--- config.mk ---
export PLATFORM = sky130hd
export DESIGN_NAME = qm_enqueue_decode
export DESIGN_NICKNAME = d
export VERILOG_FILES = /design/src/qm_pkg.sv /design/src/qm_enqueue_decode.sv
export SDC_FILE = /design/constraint.sdc
export NUM_CORES = 1
export LEC_CHECK = 0
export ABC_AREA = 0
export BUFFER_PORTS_ARGS = -buffer_cell sky130_fd_sc_hd__buf_4
export CAP_MARGIN = 15
export CORE_MARGIN = 2
export CORE_UTILIZATION = 41
export DETAILED_ROUTE_END_ITERATION = 8
export HOLD_SLACK_MARGIN = 0.12
export PLACE_DENSITY = 0.9
export SYNTH_ARGS = -nofsm -noshare
export SYNTH_HDL_FRONTEND = slang
export SYNTH_SLANG_ARGS = --single-unit
--- constraint.sdc ---
create_clock -name clk -period 7.3 [get_ports clk]
set_clock_uncertainty 0.05 [all_clocks]
set_input_delay 0.73 -clock clk [delete_from_list [all_inputs] [get_ports clk]]
set_output_delay 0.73 -clock clk [all_outputs]
set_load 0.05 [all_outputs]
--- src/qm_pkg.sv ---
////////////////////////////////////////
// queue manager shared constants
// queue geometry and field widths
////////////////////////////////////////

package qm_pkg;

    ////////////////////////////////////////
    // queue geometry
    ////////////////////////////////////////

    localparam int num_groups       = 12;     // flow groups on the port
    localparam int num_classes      = 4;      // traffic classes, 3 is highest
    localparam int groups_per_class = 3;      // num_groups / num_classes
    localparam int group_depth      = 8;      // descriptors per group fifo

    ////////////////////////////////////////
    // field widths
    ////////////////////////////////////////

    localparam int time_width  = 59;          // eligibility time and local clock
    localparam int md_width    = 20;          // descriptor metadata
    localparam int group_width = 4;           // group number, 0..15 on the wire
    localparam int class_width = 2;           // class number
    localparam int count_width = 4;           // fill count 0..group_depth

    // A group g belongs to class (g % num_classes). Slot k of class c is
    // group c + k * num_classes, so class 1 owns groups 1, 5 and 9.

endpackage

--- src/qm_enqueue_decode.sv ---
////////////////////////////////////////
// enqueue decoder
// input handshake, group range check and
// one-cycle write strobe to the group store
////////////////////////////////////////

`timescale 1ns/1ns

module qm_enqueue_decode import qm_pkg::*; (
    input  logic                   clk,
    input  logic                   reset,
    input  logic                   in_valid,
    input  logic [group_width-1:0] in_group_id,
    input  logic [md_width-1:0]    in_metadata,
    input  logic [time_width-1:0]  in_elig_time,
    input  logic [num_groups-1:0]  group_full,
    output logic                   in_ready,
    output logic                   wr_en,
    output logic [group_width-1:0] wr_group,
    output logic [md_width-1:0]    wr_metadata,
    output logic [time_width-1:0]  wr_time
);

    logic accept_en;    // opens one cycle after reset
    logic in_range;     // group number below num_groups
    logic in_flight;    // write to this group not yet in the store

    assign in_range  = in_group_id < group_width'(num_groups);
    assign in_flight = wr_en && (wr_group == in_group_id);

    // bad group numbers are taken and dropped
    assign in_ready = accept_en &&
                      (!in_range || (!group_full[in_group_id] && !in_flight));

    always_ff @(posedge clk) begin
        if (reset) begin
            accept_en <= 1'b0;
            wr_en     <= 1'b0;
        end else begin
            accept_en <= 1'b1;
            wr_en     <= in_valid && in_ready && in_range;   // drop out of range
        end
    end

    always_ff @(posedge clk) begin
        if (in_valid && in_ready) begin
            wr_group    <= in_group_id;
            wr_metadata <= in_metadata;
            wr_time     <= in_elig_time;
        end
    end

    ////////////////////////////////////////
    // checks
    ////////////////////////////////////////

    // the in-flight block keeps the store from overflowing
    a_no_write_when_full: assert property (
        @(posedge clk) disable iff (reset)
        wr_en |-> !group_full[wr_group]
    ) else $error("write strobe for full group %0d", wr_group);

endmodule

==> results_dict.tcl <==
set metrics [dict create \
    p_int_mw 0.744 \
    drive_gt1_share_pct 65.6 \
    first_pass_iters 4 \
    rsz0062_at_grt "no" \
    grt_pass1_wl_um 9470 \
    antenna_cells 0 \
    timing.slew.headroom_pct 65.5 \
    layout_commonest_cell "buf_4" \
    fillers 439 \
    grt_remaining_overflow 0 \
    cap_violations 0 \
    core.rowCount 29 \
    ys.warnings.count 0 \
    end_kind "primary output" \
    max_freq_ghz 0.348 \
    ys_ff_latch 85 \
    seqPwrFrac_pct 56.4 \
    worstPathRequired_ns 6.52 \
    critical_path.max_fanout 7 \
    synth_nets 214 \
    synthMuxAreaShare_pct 2.35 \
    power_leakage_nw 1.83 \
    track_usage_pct 17.4 \
    root_buffer "clkbuf_8" \
    synth_area_leaders "edfxtp_1, dfxtp_1, xnor2_1, mux2_2, mux4_2" \
    ctsResizeCount 0 \
    synth_top_family_by_area "simple AND/OR/NAND/NOR gates" \
    post_cts_buffers 0 \
    tritoncts.num_buffers 9 \
    clock_path_buffers 2 \
    synth_cells 116 \
    die_w_um 86.1 \
    hold_violations 0 \
    gp_congestion 0.847 \
    areaGrowthSynthToFinish_pct 59.6 \
    cts_tree "done" \
    vias 1830 \
    synth_area_per_cell_um2 23.8 \
    drtAntennaViolNets 0 \
    yosysSeqAreaShare_pct 91.5 \
    layout_common_cells "buf_4, edfxtp_1, clkbuf_8" \
    cts_sinks 85 \
    pwr-share-clk_pct 27.0 \
    synth_adder_area_share_pct 0 \
    postLayoutSetupSlackWorst_ns 4.43 \
    clk_pin_slew_ns 0.07 \
    port_buffers 182 \
    worst_slew_pin_slew_ns 0.518 \
    setup_violations 0 \
    final-max-slew-violation-count 0 \
    yosys.area.top_type_share_pct 90.1 \
    avgViaCountPerCell 4.68 \
    pre_cts_ws_ns 3.68 \
    combPwrFrac_pct 16.7 \
    drc 0 \
    cts_hold_buf 0 \
    post_drt_wl_per_cell_um 16.3 \
    cp.arrival_ns 2.09 \
    min_period_ns 2.87 \
    die-height_um 86.1 \
    start_kind "primary input" \
    drtIter0Drc 61 \
    io_pins 183 \
    outcome "completed" \
    cts_htree_levels 3 \
    nNetsFinal 408 \
    core_um2 6420 \
    vdd_drop_max_uv 148 \
    critPathKind "primary input to primary output" \
    synth_top_area_cell "edfxtp_1" \
    p_sw_mw 0.262 \
    wirelength_um 6380 \
    synth_xor_area_share_pct 1.27 \
    dieArea_um2 7420 \
    grt_max_degree 43 \
    dp_hpwl_um 4860 \
    synthSimpleGateAreaFrac_pct 2.80 \
    initial_core_util_pct 43.1 \
    whs_ns 0.452 \
    hold_path_class "register to register" \
    p_per_area_nw_per_um2 228 \
    setup-tns-final_ns 0 \
    switching_share_pct 26.1 \
    synth_compound_area_share_pct 1.58 \
    grt_pass1_vias 1947 \
    netlist_area_um2 2770 \
    clk_latency_ns 0.34 \
    synth_cell_types 20 \
    timing.final.crit_share_pct 39.3 \
    antenna_found_initial 0 \
]
==> cells in the mapped netlist, drive strengths merged <==
cell,count
buf,1
mux2i,2
o211ai,1
o21ai,1
mux4,1
and2b,1
nand2,4
xnor2,4
nor2,3
a32o,1
o22ai,1
a2111oi,1
nand3,3
edfxtp,83
mux2,2
inv,2
dfxtp,2
nor4,1
nor3,2
==> stage by stage <==
stage / utilization [%] / instance area [um2] / instances / power, mW
2_1_floorplan: - / 2770 / 116 / 0.670
6_report: 68.7 / 4410 / 391 / 1.01
3_5_place_dp: 66.0 / 4240 / 375 / 0.746
5_1_grt: 68.7 / 4410 / 391 / 1.04
3_3_place_gp: 66.0 / 4240 / 375 / 0.741
4_1_cts: 68.4 / 4390 / 390 / 1.02
==> power by group through the flow <==
stage / combinational [mW] / sequential, mW / clock (mW)
after CTS: 0.167 / 0.568 / 0.281
final: 0.168 / 0.567 / 0.271
after floorplan: 0.0200 / 0.650 / 0
after detailed placement: 0.167 / 0.579 / 0
after global routing: 0.175 / 0.569 / 0.297
after global placement: 0.164 / 0.578 / 0
==> per-layer routing <==
| layer | global-route usage (%) | share of wire, % | up-vias |
|---|---|---|---|
| li1 | - | - | 844 |
| met1 | 18.2 | 33 | 858 |
| met2 | 29.8 | 53 | 116 |
| met3 | 7.51 | 12 | 12 |
| met4 | 8.95 | 1.9 | 0 |
| met5 | 0 | 0 | - |
==> layout make-up <==
class | count | area, um2 | share of cell area (%)
tap | 77 | 96.3 | 2.18
multi-input combinational | 28 | 229 | 5.19
inverter | 2 | 7.51 | 0.170
clock inverter | 6 | 31.3 | 0.709
clock buffer | 9 | 124 | 2.81
timing repair buffer | 184 | 1390 | 31.6
sequential | 85 | 2530 | 57.4
==> path summary, 6_finish.rpt <==
path / end / slack, ns / cells after the start / start
max: in_ready / 4.43 / 6 / in_group_id[0]
min: wr_en / 0.45 / 2 / accept_en
min reg2reg: wr_en / 0.45 / 2 / accept_en
max reg2reg: wr_metadata[6] / 5.06 / 6 / wr_group[0]
==> cells by family after synthesis <==
kind of cell,count (synthesis)
AOI/OAI and AO/OA,5
xor gates and xnor gates,4
buffers and inverters,3
DFF,85
muxes,5
and+or+nand+nor,14
==> worst max-delay path, stage by stage <==
cell	delay, ns
buf_4	0.14
mux4_2	0.34
nor3_2	0.05
a2111oi_2	0.51
nor2_1	0.11
buf_4	0.21
==> flip-flops by register name (all words and copies together), names as in the netlist <==
signal and count:
wr_en 1, wr_group 4, wr_time 59, accept_en 1, wr_metadata 20
(Power assumes the default switching activity.)
