[config.mk]
export PLATFORM = sky130hd
export DESIGN_NAME = qm_output_stage
export DESIGN_NICKNAME = d
export VERILOG_FILES = /design/src/qm_pkg.sv /design/src/qm_output_stage.sv
export SDC_FILE = /design/constraint.sdc
export NUM_CORES = 1
export LEC_CHECK = 0
export BUFFER_PORTS_ARGS = -buffer_cell sky130_fd_sc_hd__buf_2
export CAP_MARGIN = 5
export CORE_ASPECT_RATIO = 1.1
export CORE_MARGIN = 2
export CORE_UTILIZATION = 46
export CTS_CLUSTER_DIAMETER = 40
export DETAILED_ROUTE_END_ITERATION = 10
export GPL_TIMING_DRIVEN = 0
export PLACE_DENSITY_LB_ADDON = 0.15
export SYNTH_ARGS = -nofsm -noshare
export SYNTH_HDL_FRONTEND = slang
export SYNTH_SLANG_ARGS = --single-unit
[constraint.sdc]
create_clock -name clk -period 2 [get_ports clk]
set_clock_uncertainty 0.2 [all_clocks]
set_input_delay 0.2 -clock clk [delete_from_list [all_inputs] [get_ports clk]]
set_output_delay 0.2 -clock clk [all_outputs]
set_load 0.1 [all_outputs]
[src/qm_pkg.sv]
////////////////////////////////////////
// queue manager shared constants
// queue geometry and field widths
////////////////////////////////////////

package qm_pkg;

    ////////////////////////////////////////
    // queue geometry
    ////////////////////////////////////////

    localparam int num_groups       = 12;     // flow groups on the port
    localparam int num_classes      = 4;      // traffic classes, 3 is highest
    localparam int groups_per_class = 3;      // num_groups / num_classes
    localparam int group_depth      = 8;      // descriptors per group fifo

    ////////////////////////////////////////
    // field widths
    ////////////////////////////////////////

    localparam int time_width  = 59;          // eligibility time and local clock
    localparam int md_width    = 20;          // descriptor metadata
    localparam int group_width = 4;           // group number, 0..15 on the wire
    localparam int class_width = 2;           // class number
    localparam int count_width = 4;           // fill count 0..group_depth

    // A group g belongs to class (g % num_classes). Slot k of class c is
    // group c + k * num_classes, so class 1 owns groups 1, 5 and 9.

endpackage

[src/qm_output_stage.sv]
////////////////////////////////////////
// output stage
// two-entry buffer, valid/ready to consumer
////////////////////////////////////////

`timescale 1ns/1ns

module qm_output_stage import qm_pkg::*; (
    input  logic                   clk,
    input  logic                   reset,
    input  logic                   push_en,
    input  logic [md_width-1:0]    push_metadata,
    input  logic [group_width-1:0] push_group,
    input  logic                   out_ready,
    output logic                   space_ok,
    output logic                   out_valid,
    output logic [md_width-1:0]    out_metadata,
    output logic [group_width-1:0] out_group_id
);

    logic [md_width-1:0]    md_buf  [2];
    logic [group_width-1:0] grp_buf [2];
    logic                   rd_ptr;
    logic                   wr_ptr;
    logic [1:0]             count;
    logic                   pop;

    assign pop          = out_valid && out_ready;
    assign out_valid    = count != 2'd0;
    assign space_ok     = count != 2'd2;
    assign out_metadata = md_buf[rd_ptr];
    assign out_group_id = grp_buf[rd_ptr];

    always_ff @(posedge clk) begin
        if (push_en) begin
            md_buf[wr_ptr]  <= push_metadata;
            grp_buf[wr_ptr] <= push_group;
        end
    end

    always_ff @(posedge clk) begin
        if (reset) begin
            rd_ptr <= 1'b0;
            wr_ptr <= 1'b0;
            count  <= 2'd0;
        end else begin
            if (push_en)
                wr_ptr <= ~wr_ptr;
            if (pop)
                rd_ptr <= ~rd_ptr;
            count <= count + {1'b0, push_en} - {1'b0, pop};
        end
    end

    ////////////////////////////////////////
    // checks
    ////////////////////////////////////////

    a_no_push_full: assert property (
        @(posedge clk) disable iff (reset)
        push_en |-> space_ok
    ) else $error("push into full output stage");

    a_stall_stable: assert property (
        @(posedge clk) disable iff (reset)
        out_valid && !out_ready |=> out_valid && $stable(out_metadata)
    ) else $error("output changed while stalled");

endmodule

==> impl_metrics.json <==
{
  "cts_setup_buffers": 0,
  "drt-wirelength-per-cell_um": 13.0,
  "cp.buffers_inverters": 3,
  "core_area_um2": 4320,
  "final_cell_mix": "edfxtp_1, buf_2, dlygate4sd3_1",
  "pwr-share-seq": 0.364,
  "start_util": 0.479,
  "cpMaxStageDelayCell": "dfxtp_1",
  "fin_ws_ps": 74.6,
  "rr_worst_depth": 6,
  "power_frac_comb": 0.453,
  "power.leakage_nw": 1.13,
  "synthAdderAreaFrac": 0.0121,
  "antennaDiodeCount": 0,
  "finalSetupViolations": 0,
  "area_growth_pct": 35.7,
  "power.share.switching": 0.420,
  "tritoncts": "done",
  "synthesis.area_um2": 2070,
  "synth-simple-area-share": 0.0224,
  "mostFrequentLayoutCell": "edfxtp_1",
  "vias": 1110,
  "ir_drop_uv": 1170,
  "die_h_um": 74.3,
  "min_path_cells": 3,
  "globalplace.congestion": 0.595,
  "drive_gt1_frac": 0.478,
  "reg2reg_to": "count[1]",
  "synth.distinct_cells": 15,
  "grt_pass1_vias": 1108,
  "p_int_mw": 2.15,
  "fin_hold_ws_ps": 83.4,
  "synth_top_family_by_area": "multiplexers",
  "path_max_fanout": 10,
  "viasPerCell": 4.63,
  "grt_pass1_wl_mm": 4.69,
  "post-dp-hpwl_mm": 2.04,
  "switchingPower_mw": 1.56,
  "fin_nets": 215,
  "r2r_slack_ps": 360,
  "crit_path_max_incr_delay_ps": 330,
  "gr-total-overflow": 0,
  "synth-xor-area-share": 0.0151,
  "hold_path_class": "input pin to flip-flop",
  "drc_errors": 0,
  "tightest_slew_ps": 609,
  "slew_violations": 0,
  "antenna_found_initial": 0,
  "drtIter0Drc": 26,
  "num_rows": 25,
  "power_mw": 3.70,
  "path_delay_family": "buffers and inverters",
  "dr.pass1.iters": 3,
  "die_w_um": 68.0,
  "synth.mux.area_fraction": 0.181,
  "critPathLaunchType": "flip-flop",
  "grt_max_degree": 25,
  "crit_type": "flip-flop to output pin",
  "fmax_ghz": 0.519,
  "status": "complete, no violations",
  "period_needed_ps": 1930,
  "io_pins": 54,
  "clock_tree.buffer_depth": 2,
  "clk_latency_ps": 290,
  "portBuffers": 53,
  "crit_top_cell": "buf_6",
  "required_ps": 1600,
  "cts_made_buffers": 5,
  "nFillCells": 329,
  "cts.sinks": 53,
  "synth.avg_cell_area_um2": 21.1,
  "powerDensity_nw_per_um2": 1320,
  "path_clk_slew_ps": 90,
  "synth-seq-cells": 53,
  "dp_slack_ps": 67.5,
  "htreeDepth": 2,
  "final_antenna_net_count": 0,
  "synth_compound_area_frac": 0.00423,
  "grt_usage": 0.128,
  "hold_viol_final": 0,
  "worstPathArrival_ps": 1530,
  "root_buffer": "clkbuf_8",
  "synth.yosys.seq_area_share": 0.745,
  "finalCritPeriodShare": 0.963,
  "crit_path_end_kind": "output pin",
  "timing.rr.start": "count[1]",
  "ys.warnings.count": 0,
  "die_area_um2": 5050,
  "slew_headroom": 0.592,
  "synthCells": 98,
  "whs_endpoint": "count[0]",
  "cap_viol_max_count": 0,
  "min_from": "push_en",
  "synthesis.nets": 128,
  "crit_chain": "buf_6 > buf_6 > mux2_4 > buf_2",
  "utilization": 0.650,
  "clkPwrFrac": 0.183,
  "tns_ps": 0,
  "drt-total-wl_mm": 3.11
}
-- sequential cells by signal, summed over array words and instances, names as in the netlist, named ones only --
register,count
wr_ptr,1
count,2
grp_buf,8
md_buf,40
rd_ptr,1
-- how the worst max path moves through the flow --
stage               startpoint                to  slack (ps)  cells past startpoint
CTS                  flip-flop  out_metadata[12]          40                      4
global route         flip-flop   out_group_id[0]       -0.07                      4
global placement       push_en     md_buf[0][17]          80                      2
floorplan            flip-flop   out_group_id[3]         420                      2
detailed placement     push_en     md_buf[0][13]          70                      2
finish               flip-flop  out_metadata[15]          70                      4
-- cells by family after synthesis --
family / Yosys count
buffers and inverters: 5
adder cells (fa/ha/maj): 2
multiplexers: 26
XOR/XNOR: 2
AND/OR/NAND/NOR: 9
AO/OA/AOI/OAI: 1
flip-flops: 53
-- power groups by stage --
stage | registers [mW] | clock network, mW | logic [mW]
2_1_floorplan | 1.36 | 0 | 1.44
3_3_place_gp | 1.37 | 0 | 1.61
3_5_place_dp | 1.37 | 0 | 1.63
4_1_cts | 1.35 | 0.698 | 1.67
5_1_grt | 1.36 | 0.725 | 1.76
6_report | 1.35 | 0.676 | 1.68
-- metrics by stage --
| step | instance area [um^2] | cells |
|---|---|---|
| 2_1_floorplan | 2070 | 98 |
| 3_3_place_gp | 2400 | 205 |
| 3_5_place_dp | 2400 | 205 |
| 4_1_cts | 2770 | 239 |
| 5_1_grt | 2810 | 240 |
| 6_report | 2810 | 240 |
-- synthesized netlist by cell type, drive strengths merged --
cell type	count	area, um^2
inv	2	7.51
edfxtp	48	1440
and2	1	6.26
nor2b	3	18.8
ha	2	25.0
nor2	3	11.3
xnor3	1	22.5
mux2	26	375
o21a	1	8.76
nand2	1	3.75
or2	1	6.26
buf	3	33.8
xnor2	1	8.76
dfxtp	5	100
-- worst register-to-register path, cell delays in order, from the launching register on --
cell	delay, ps
dfxtp_1	350
o21a_2	240
ha_1	270
inv_1	50
ha_1	140
xnor3_1	220
nor2_1	100
-- cell type report --
type | count | area [um^2] | share of cell area
Tap cell | 54 | 67.6 | 0.0241
Clock inverter | 2 | 33.8 | 0.0120
Clock buffer | 6 | 72.6 | 0.0258
Multi-Input combinational cell | 40 | 490 | 0.175
Sequential cell | 53 | 1540 | 0.549
Inverter | 2 | 7.51 | 0.00267
Buffer | 3 | 33.8 | 0.0120
Timing Repair Buffer | 80 | 561 | 0.200
-- repair_timing --
item                                   in CTS  in global routing
endpoints found under the hold margin      51                  0
hold buffers                               26                  0
gates resized for setup                     0                  9
setup endpoints to repair                   0                 26
-- layer usage --
metal,track usage,part of all wire,up-vias
met5,0,0,-
met4,0.0533,0.0084,0
met3,0.0439,0.055,2
met2,0.227,0.54,31
met1,0.138,0.40,531
li1,-,-,546
Power figures use the tool's default switching activity.
