==> src/qm_pkg.sv <==
////////////////////////////////////////
// queue manager shared constants
// queue geometry and field widths
////////////////////////////////////////

package qm_pkg;

    ////////////////////////////////////////
    // queue geometry
    ////////////////////////////////////////

    localparam int num_groups       = 12;     // flow groups on the port
    localparam int num_classes      = 4;      // traffic classes, 3 is highest
    localparam int groups_per_class = 3;      // num_groups / num_classes
    localparam int group_depth      = 8;      // descriptors per group fifo

    ////////////////////////////////////////
    // field widths
    ////////////////////////////////////////

    localparam int time_width  = 59;          // eligibility time and local clock
    localparam int md_width    = 20;          // descriptor metadata
    localparam int group_width = 4;           // group number, 0..15 on the wire
    localparam int class_width = 2;           // class number
    localparam int count_width = 4;           // fill count 0..group_depth

    // A group g belongs to class (g % num_classes). Slot k of class c is
    // group c + k * num_classes, so class 1 owns groups 1, 5 and 9.

endpackage

==> src/qm_eligibility_sched.sv <==
////////////////////////////////////////
// eligibility scheduler
// earliest eligible head per class, then
// strict priority across classes
////////////////////////////////////////

`timescale 1ns/1ns

module qm_eligibility_sched import qm_pkg::*; (
    input  logic                                  clk,
    input  logic                                  reset,
    input  logic [time_width-1:0]                 local_clock,
    input  logic [num_groups-1:0]                 head_valid,
    input  logic [num_groups-1:0][md_width-1:0]   head_metadata,
    input  logic [num_groups-1:0][time_width-1:0] head_time,
    input  logic                                  space_ok,
    output logic                                  pop_en,
    output logic [group_width-1:0]                pop_group,
    output logic                                  push_en,
    output logic [md_width-1:0]                   push_metadata,
    output logic [group_width-1:0]                push_group
);

    logic [num_classes-1:0]                                cls_found;
    logic [num_classes-1:0][$clog2(groups_per_class)-1:0]  cls_slot;
    logic [num_classes-1:0][time_width-1:0]                cls_time;
    logic                                                  sel_valid;
    logic [class_width-1:0]                                sel_class;
    logic [group_width-1:0]                                sel_group;

    ////////////////////////////////////////
    // per class earliest eligible head
    ////////////////////////////////////////

    always_comb begin
        for (int c = 0; c < num_classes; c++) begin
            cls_found[c] = 1'b0;
            cls_slot[c]  = '0;
            cls_time[c]  = '0;
            // ascending slot so a tie stays with the lower group
            for (int k = 0; k < groups_per_class; k++) begin
                if (head_valid[c + k * num_classes] &&
                    head_time[c + k * num_classes] <= local_clock &&
                    (!cls_found[c] || head_time[c + k * num_classes] < cls_time[c])) begin
                    cls_found[c] = 1'b1;
                    cls_slot[c]  = k[$clog2(groups_per_class)-1:0];
                    cls_time[c]  = head_time[c + k * num_classes];
                end
            end
        end
    end

    // strict priority, highest class with a candidate wins
    always_comb begin
        sel_valid = 1'b0;
        sel_class = '0;
        for (int c = 0; c < num_classes; c++) begin
            if (cls_found[c]) begin
                sel_valid = 1'b1;
                sel_class = c[class_width-1:0];   // later class overrides
            end
        end
        sel_group = group_width'(sel_class) +
                    group_width'(cls_slot[sel_class]) * group_width'(num_classes);
    end

    ////////////////////////////////////////
    // pop and push issue
    ////////////////////////////////////////

    always_ff @(posedge clk) begin
        if (reset) begin
            pop_en  <= 1'b0;
            push_en <= 1'b0;
        end else begin
            pop_en  <= sel_valid && space_ok && !pop_en;   // skip cycle after a pop
            push_en <= sel_valid && space_ok && !pop_en;
        end
    end

    always_ff @(posedge clk) begin
        if (sel_valid && space_ok && !pop_en) begin
            pop_group     <= sel_group;
            push_group    <= sel_group;
            push_metadata <= head_metadata[sel_group];
        end
    end

    // pushed metadata still matches the head being removed
    a_pop_push_pair: assert property (
        @(posedge clk) disable iff (reset)
        pop_en |-> push_en && push_metadata == head_metadata[pop_group]
    ) else $error("pushed metadata differs from popped head of group %0d", pop_group);

endmodule

==> config.mk <==
export PLATFORM = sky130hd
export DESIGN_NAME = qm_eligibility_sched
export DESIGN_NICKNAME = d
export VERILOG_FILES = /design/src/qm_pkg.sv /design/src/qm_eligibility_sched.sv
export SDC_FILE = /design/constraint.sdc
export NUM_CORES = 2
export LEC_CHECK = 0
export CORE_AREA = 2 2 411 413
export CTS_BUF_LIST = sky130_fd_sc_hd__clkbuf_4 sky130_fd_sc_hd__clkbuf_8 sky130_fd_sc_hd__clkbuf_16
export CTS_CLUSTER_SIZE = 25
export DETAILED_ROUTE_END_ITERATION = 16
export DIE_AREA = 0 0 413 415
export DONT_BUFFER_PORTS = 1
export SETUP_SLACK_MARGIN = 0.5
export SLEW_MARGIN = 20
export SYNTH_ARGS = -nofsm -noshare
export SYNTH_HDL_FRONTEND = slang
export SYNTH_SLANG_ARGS = --single-unit
export TNS_END_PERCENT = 5
==> constraint.sdc <==
create_clock -name clk -period 12.8 [get_ports clk]
set_input_delay 3.2 -clock clk [delete_from_list [all_inputs] [get_ports clk]]
set_output_delay 3.2 -clock clk [all_outputs]
set_load 0.01 [all_outputs]
==> summary.txt <==
Outcome
  • Status: finished, final reports clean

Critical path
  • CP required: 12.81 ns
  • Startpoint types: input pin
  • Worst EP arrival: 12.13 ns
  • Crit end category: register
  • CP max stage cell: or3b_2
  • Crit path top cell by count: buf_4
  • Critical-path maximum fanout: 22
  • CP max stage delay: 0.49 ns
  • Crit path kind: in2reg

Yosys
  • Synth cell count leaders: ha_1, a21oi_1, nand2_1, nor2_1, o21ai_0
  • Yosys top cell area share: 44.8%
  • Asr flop ratio synth: 0%
  • Synthesized cell area: 32,700 um^2
  • #FFs+latches synth: 25
  • Synth Flop Type: edfxtp_1
  • Synth Area in Compound Gates: 28.2%
  • Post-synthesis sequential area ratio: 2.26%
  • Post-Synth Simple-Gate Area: 20.6%
  • Number of synthesis warnings: 0
  • Largest family of logic cells by synthesized area: adder cells
  • Library cells used by synthesis: 74
  • Post-synth EDFFs: 24
  • Synth area leaders: ha_1, a21oi_1, nand2_1
  • Post-Synth XOR/XNOR Area: 0%
  • Synth Net Count: 6,566
  • Post-synthesis mux area share: 1.25%
  • Mean post-synth cell area: 7.49 um^2
  • Synthesized-area fraction occupied by adder cells: 44.8%
  • Synth Instances: 4,372
  • Count leader, synth: ha_1
  • Cell accounting for the most synthesized area: ha_1

Final layout
  • Fill cell count: 18.6k
  • Nets@finish: 6,968
  • Share of cells above drive strength 1: 13.3%
  • Storage cell area: 741 um^2
  • Fin cells: 7,035
  • Area delta synth->final: 22.3%
  • Footprint of the multi-input gates: 31,400 um^2

Hold path
  • Min-delay worst type: reg2reg

Floorplan
  • I/O Pins: 1,052
  • Core Area: 167,000 um^2
  • Initial Util: 19.6%
  • Floorplan die width: 413 um
  • Die area: 171,000 um^2
  • Rows: 150
  • Die Ht: 415 um

Route
  • Vias: 39.6k
  • DRC Markers: 0
  • Total Wirelength: 246,000 um
  • Detailed Route Iter0 Violations: 4,121
  • DR pass1 iterations: 6
  • DR vias/cell: 5.63
  • Routed Antenna Nets: 0
  • WL per Instance: 34.9 um

Placed design
  • Setup slack at placement: -0.0339 ns
  • Placed Cells: 6,959
  • GPL Wtd Cong: 1.07
  • # port buffers: 0
  • Dpl hpwl: 226,000 um

Global routing
  • Vias in the first global route: 37.4k
  • Largest net degree at the start of global routing: 84
  • GRT Residual Overflow: 0
  • GRT Overall Usage: 27.2%
  • Initial antenna violation count: 84
  • Global-route wire length before repair: 322,000 um

Timing
  • RSZ-0062 raised after global routing: yes
  • Post-route clock period utilization: 94.7%
  • Worst Skew: 0.00951 ns
  • Worst slew pin tran: 1.14 ns
  • Max-slew headroom at the worst pin: 23.6%
  • Minimum clock period after layout: 12.12 ns
  • Worst setup margin: 0.684 ns
  • Final Hold Vio Count: 0
  • Max frequency: 82.5 MHz
  • Pins Over Slew Limit: 0
  • # setup viols final: 0
  • Final hold slack: 1.33 ns

Power
  • Tot Pwr: 0.00223 W
  • Peak VDD IR: 0.0541 mV
  • Static leakage: 18.1 nW
  • Pwr Density: 55.7 nW/um^2

Clock tree
  • Root buffer cell: clkbuf_16
  • Clock-pin slew on the worst setup and hold paths: 0.08 ns
  • # clock sinks: 25
  • Total CTS buffers: 3
  • H-tree depth: 1
  • Clock Tree Buf Depth: 2
  • CTS tree: built
  • Skew-Pair Late Insertion Delay: 0.28 ns

Job
  • Max cap viols: 0
per-stage QoR:
step                      util (%)  TNS, ns  cell area [um^2]
after detailed placement      23.6  -0.0424             39300
after global placement        23.6        0             39300
after floorplan                  -        0             32700
after global routing          24.0        0             40000
after CTS                     23.7        0             39500
final                         24.0        0             40100
per-layer routing:
layer,up-vias,part of all wire (%),global-route usage [%]
li1,17973,-,-
met1,18849,40,34.4
met2,2316,41,40.2
met3,446,12,10.3
met4,36,5.5,12.8
met5,-,0.11,0
where the power goes:
part	switching [W]	internal [W]	total, W
Clock	0.0000375	0.0000428	0.0000803
Sequential	0.0000462	0.000116	0.000162
Combinational	0.00115	0.000845	0.00199
worst max-delay path, delay by kind of cell:
kind                     cells  cell delay, ns
AO/OA/AOI/OAI               21            4.73
buffers and inverters       11            2.33
AND/OR/NAND/NOR              6            1.06
adder cells (fa/ha/maj)      3            0.77
cell type report:
type / count / share of cell area (%)
Clock inverter: 1 / 0.0187
Antenna cell: 58 / 0.362
Tap cell: 2204 / 6.88
Clock buffer: 3 / 0.187
Multi-Input combinational cell: 4102 / 78.5
Sequential cell: 25 / 1.85
Inverter: 110 / 1.14
Timing Repair Buffer: 532 / 11.1
cells by family after synthesis:
logic type               Yosys count
AO/OA/AOI/OAI                   1445
adder cells (fa/ha/maj)         1172
buffers and inverters            245
flip-flops                        25
multiplexers                      41
AND/OR/NAND/NOR                 1444
placed cells by master (no fill, tap or decap), drive strengths merged, types with 7 or more instances in the layout:
| cell | instances |
|---|---|
| ha | 1172 |
| a21oi | 574 |
| buf | 532 |
| nand2 | 420 |
| nor2 | 417 |
| o21ai | 228 |
| nand4 | 201 |
| a21o | 187 |
| nand3 | 148 |
| inv | 98 |
| a211oi | 94 |
| nor3 | 65 |
| diode | 58 |
| o31ai | 53 |
| nor4 | 47 |
| a2111oi | 43 |
| a221oi | 42 |
| mux2i | 41 |
| o21a | 41 |
| o211ai | 32 |
| nor2b | 30 |
| nand2b | 27 |
| edfxtp | 24 |
| a311oi | 24 |
| and3 | 23 |
| a211o | 16 |
| clkinvlp | 13 |
| o22ai | 13 |
| and4 | 12 |
| or3 | 12 |
| o2111ai | 11 |
| or4 | 11 |
| a31oi | 10 |
| o21bai | 9 |
| or2 | 9 |
| o311ai | 9 |
| and2 | 8 |
| a221o | 8 |
| o31a | 7 |
| o221ai | 7 |
final timing paths:
path	start	end	slack (ns)	depth (start not counted)
setup / recovery	local_clock[48]	push_metadata[3]	0.68	41
hold / removal	push_en	push_group[1]	1.33	2
setup reg to reg	push_en	push_metadata[3]	11.13	2
hold reg to reg	push_en	push_group[1]	1.33	2
timing repair:
item,CTS,global route
hold buffers,0,0
setup buffers,2,12
resized for setup,11,52
endpoints found under the setup margin,20,22
gates cloned,0,0
pin swaps,0,9
registers in the layout, indices dropped and copies added, names as in the netlist:
register	flops
push_group	4
push_metadata	20
push_en	1
Power figures use the tool's default switching activity.
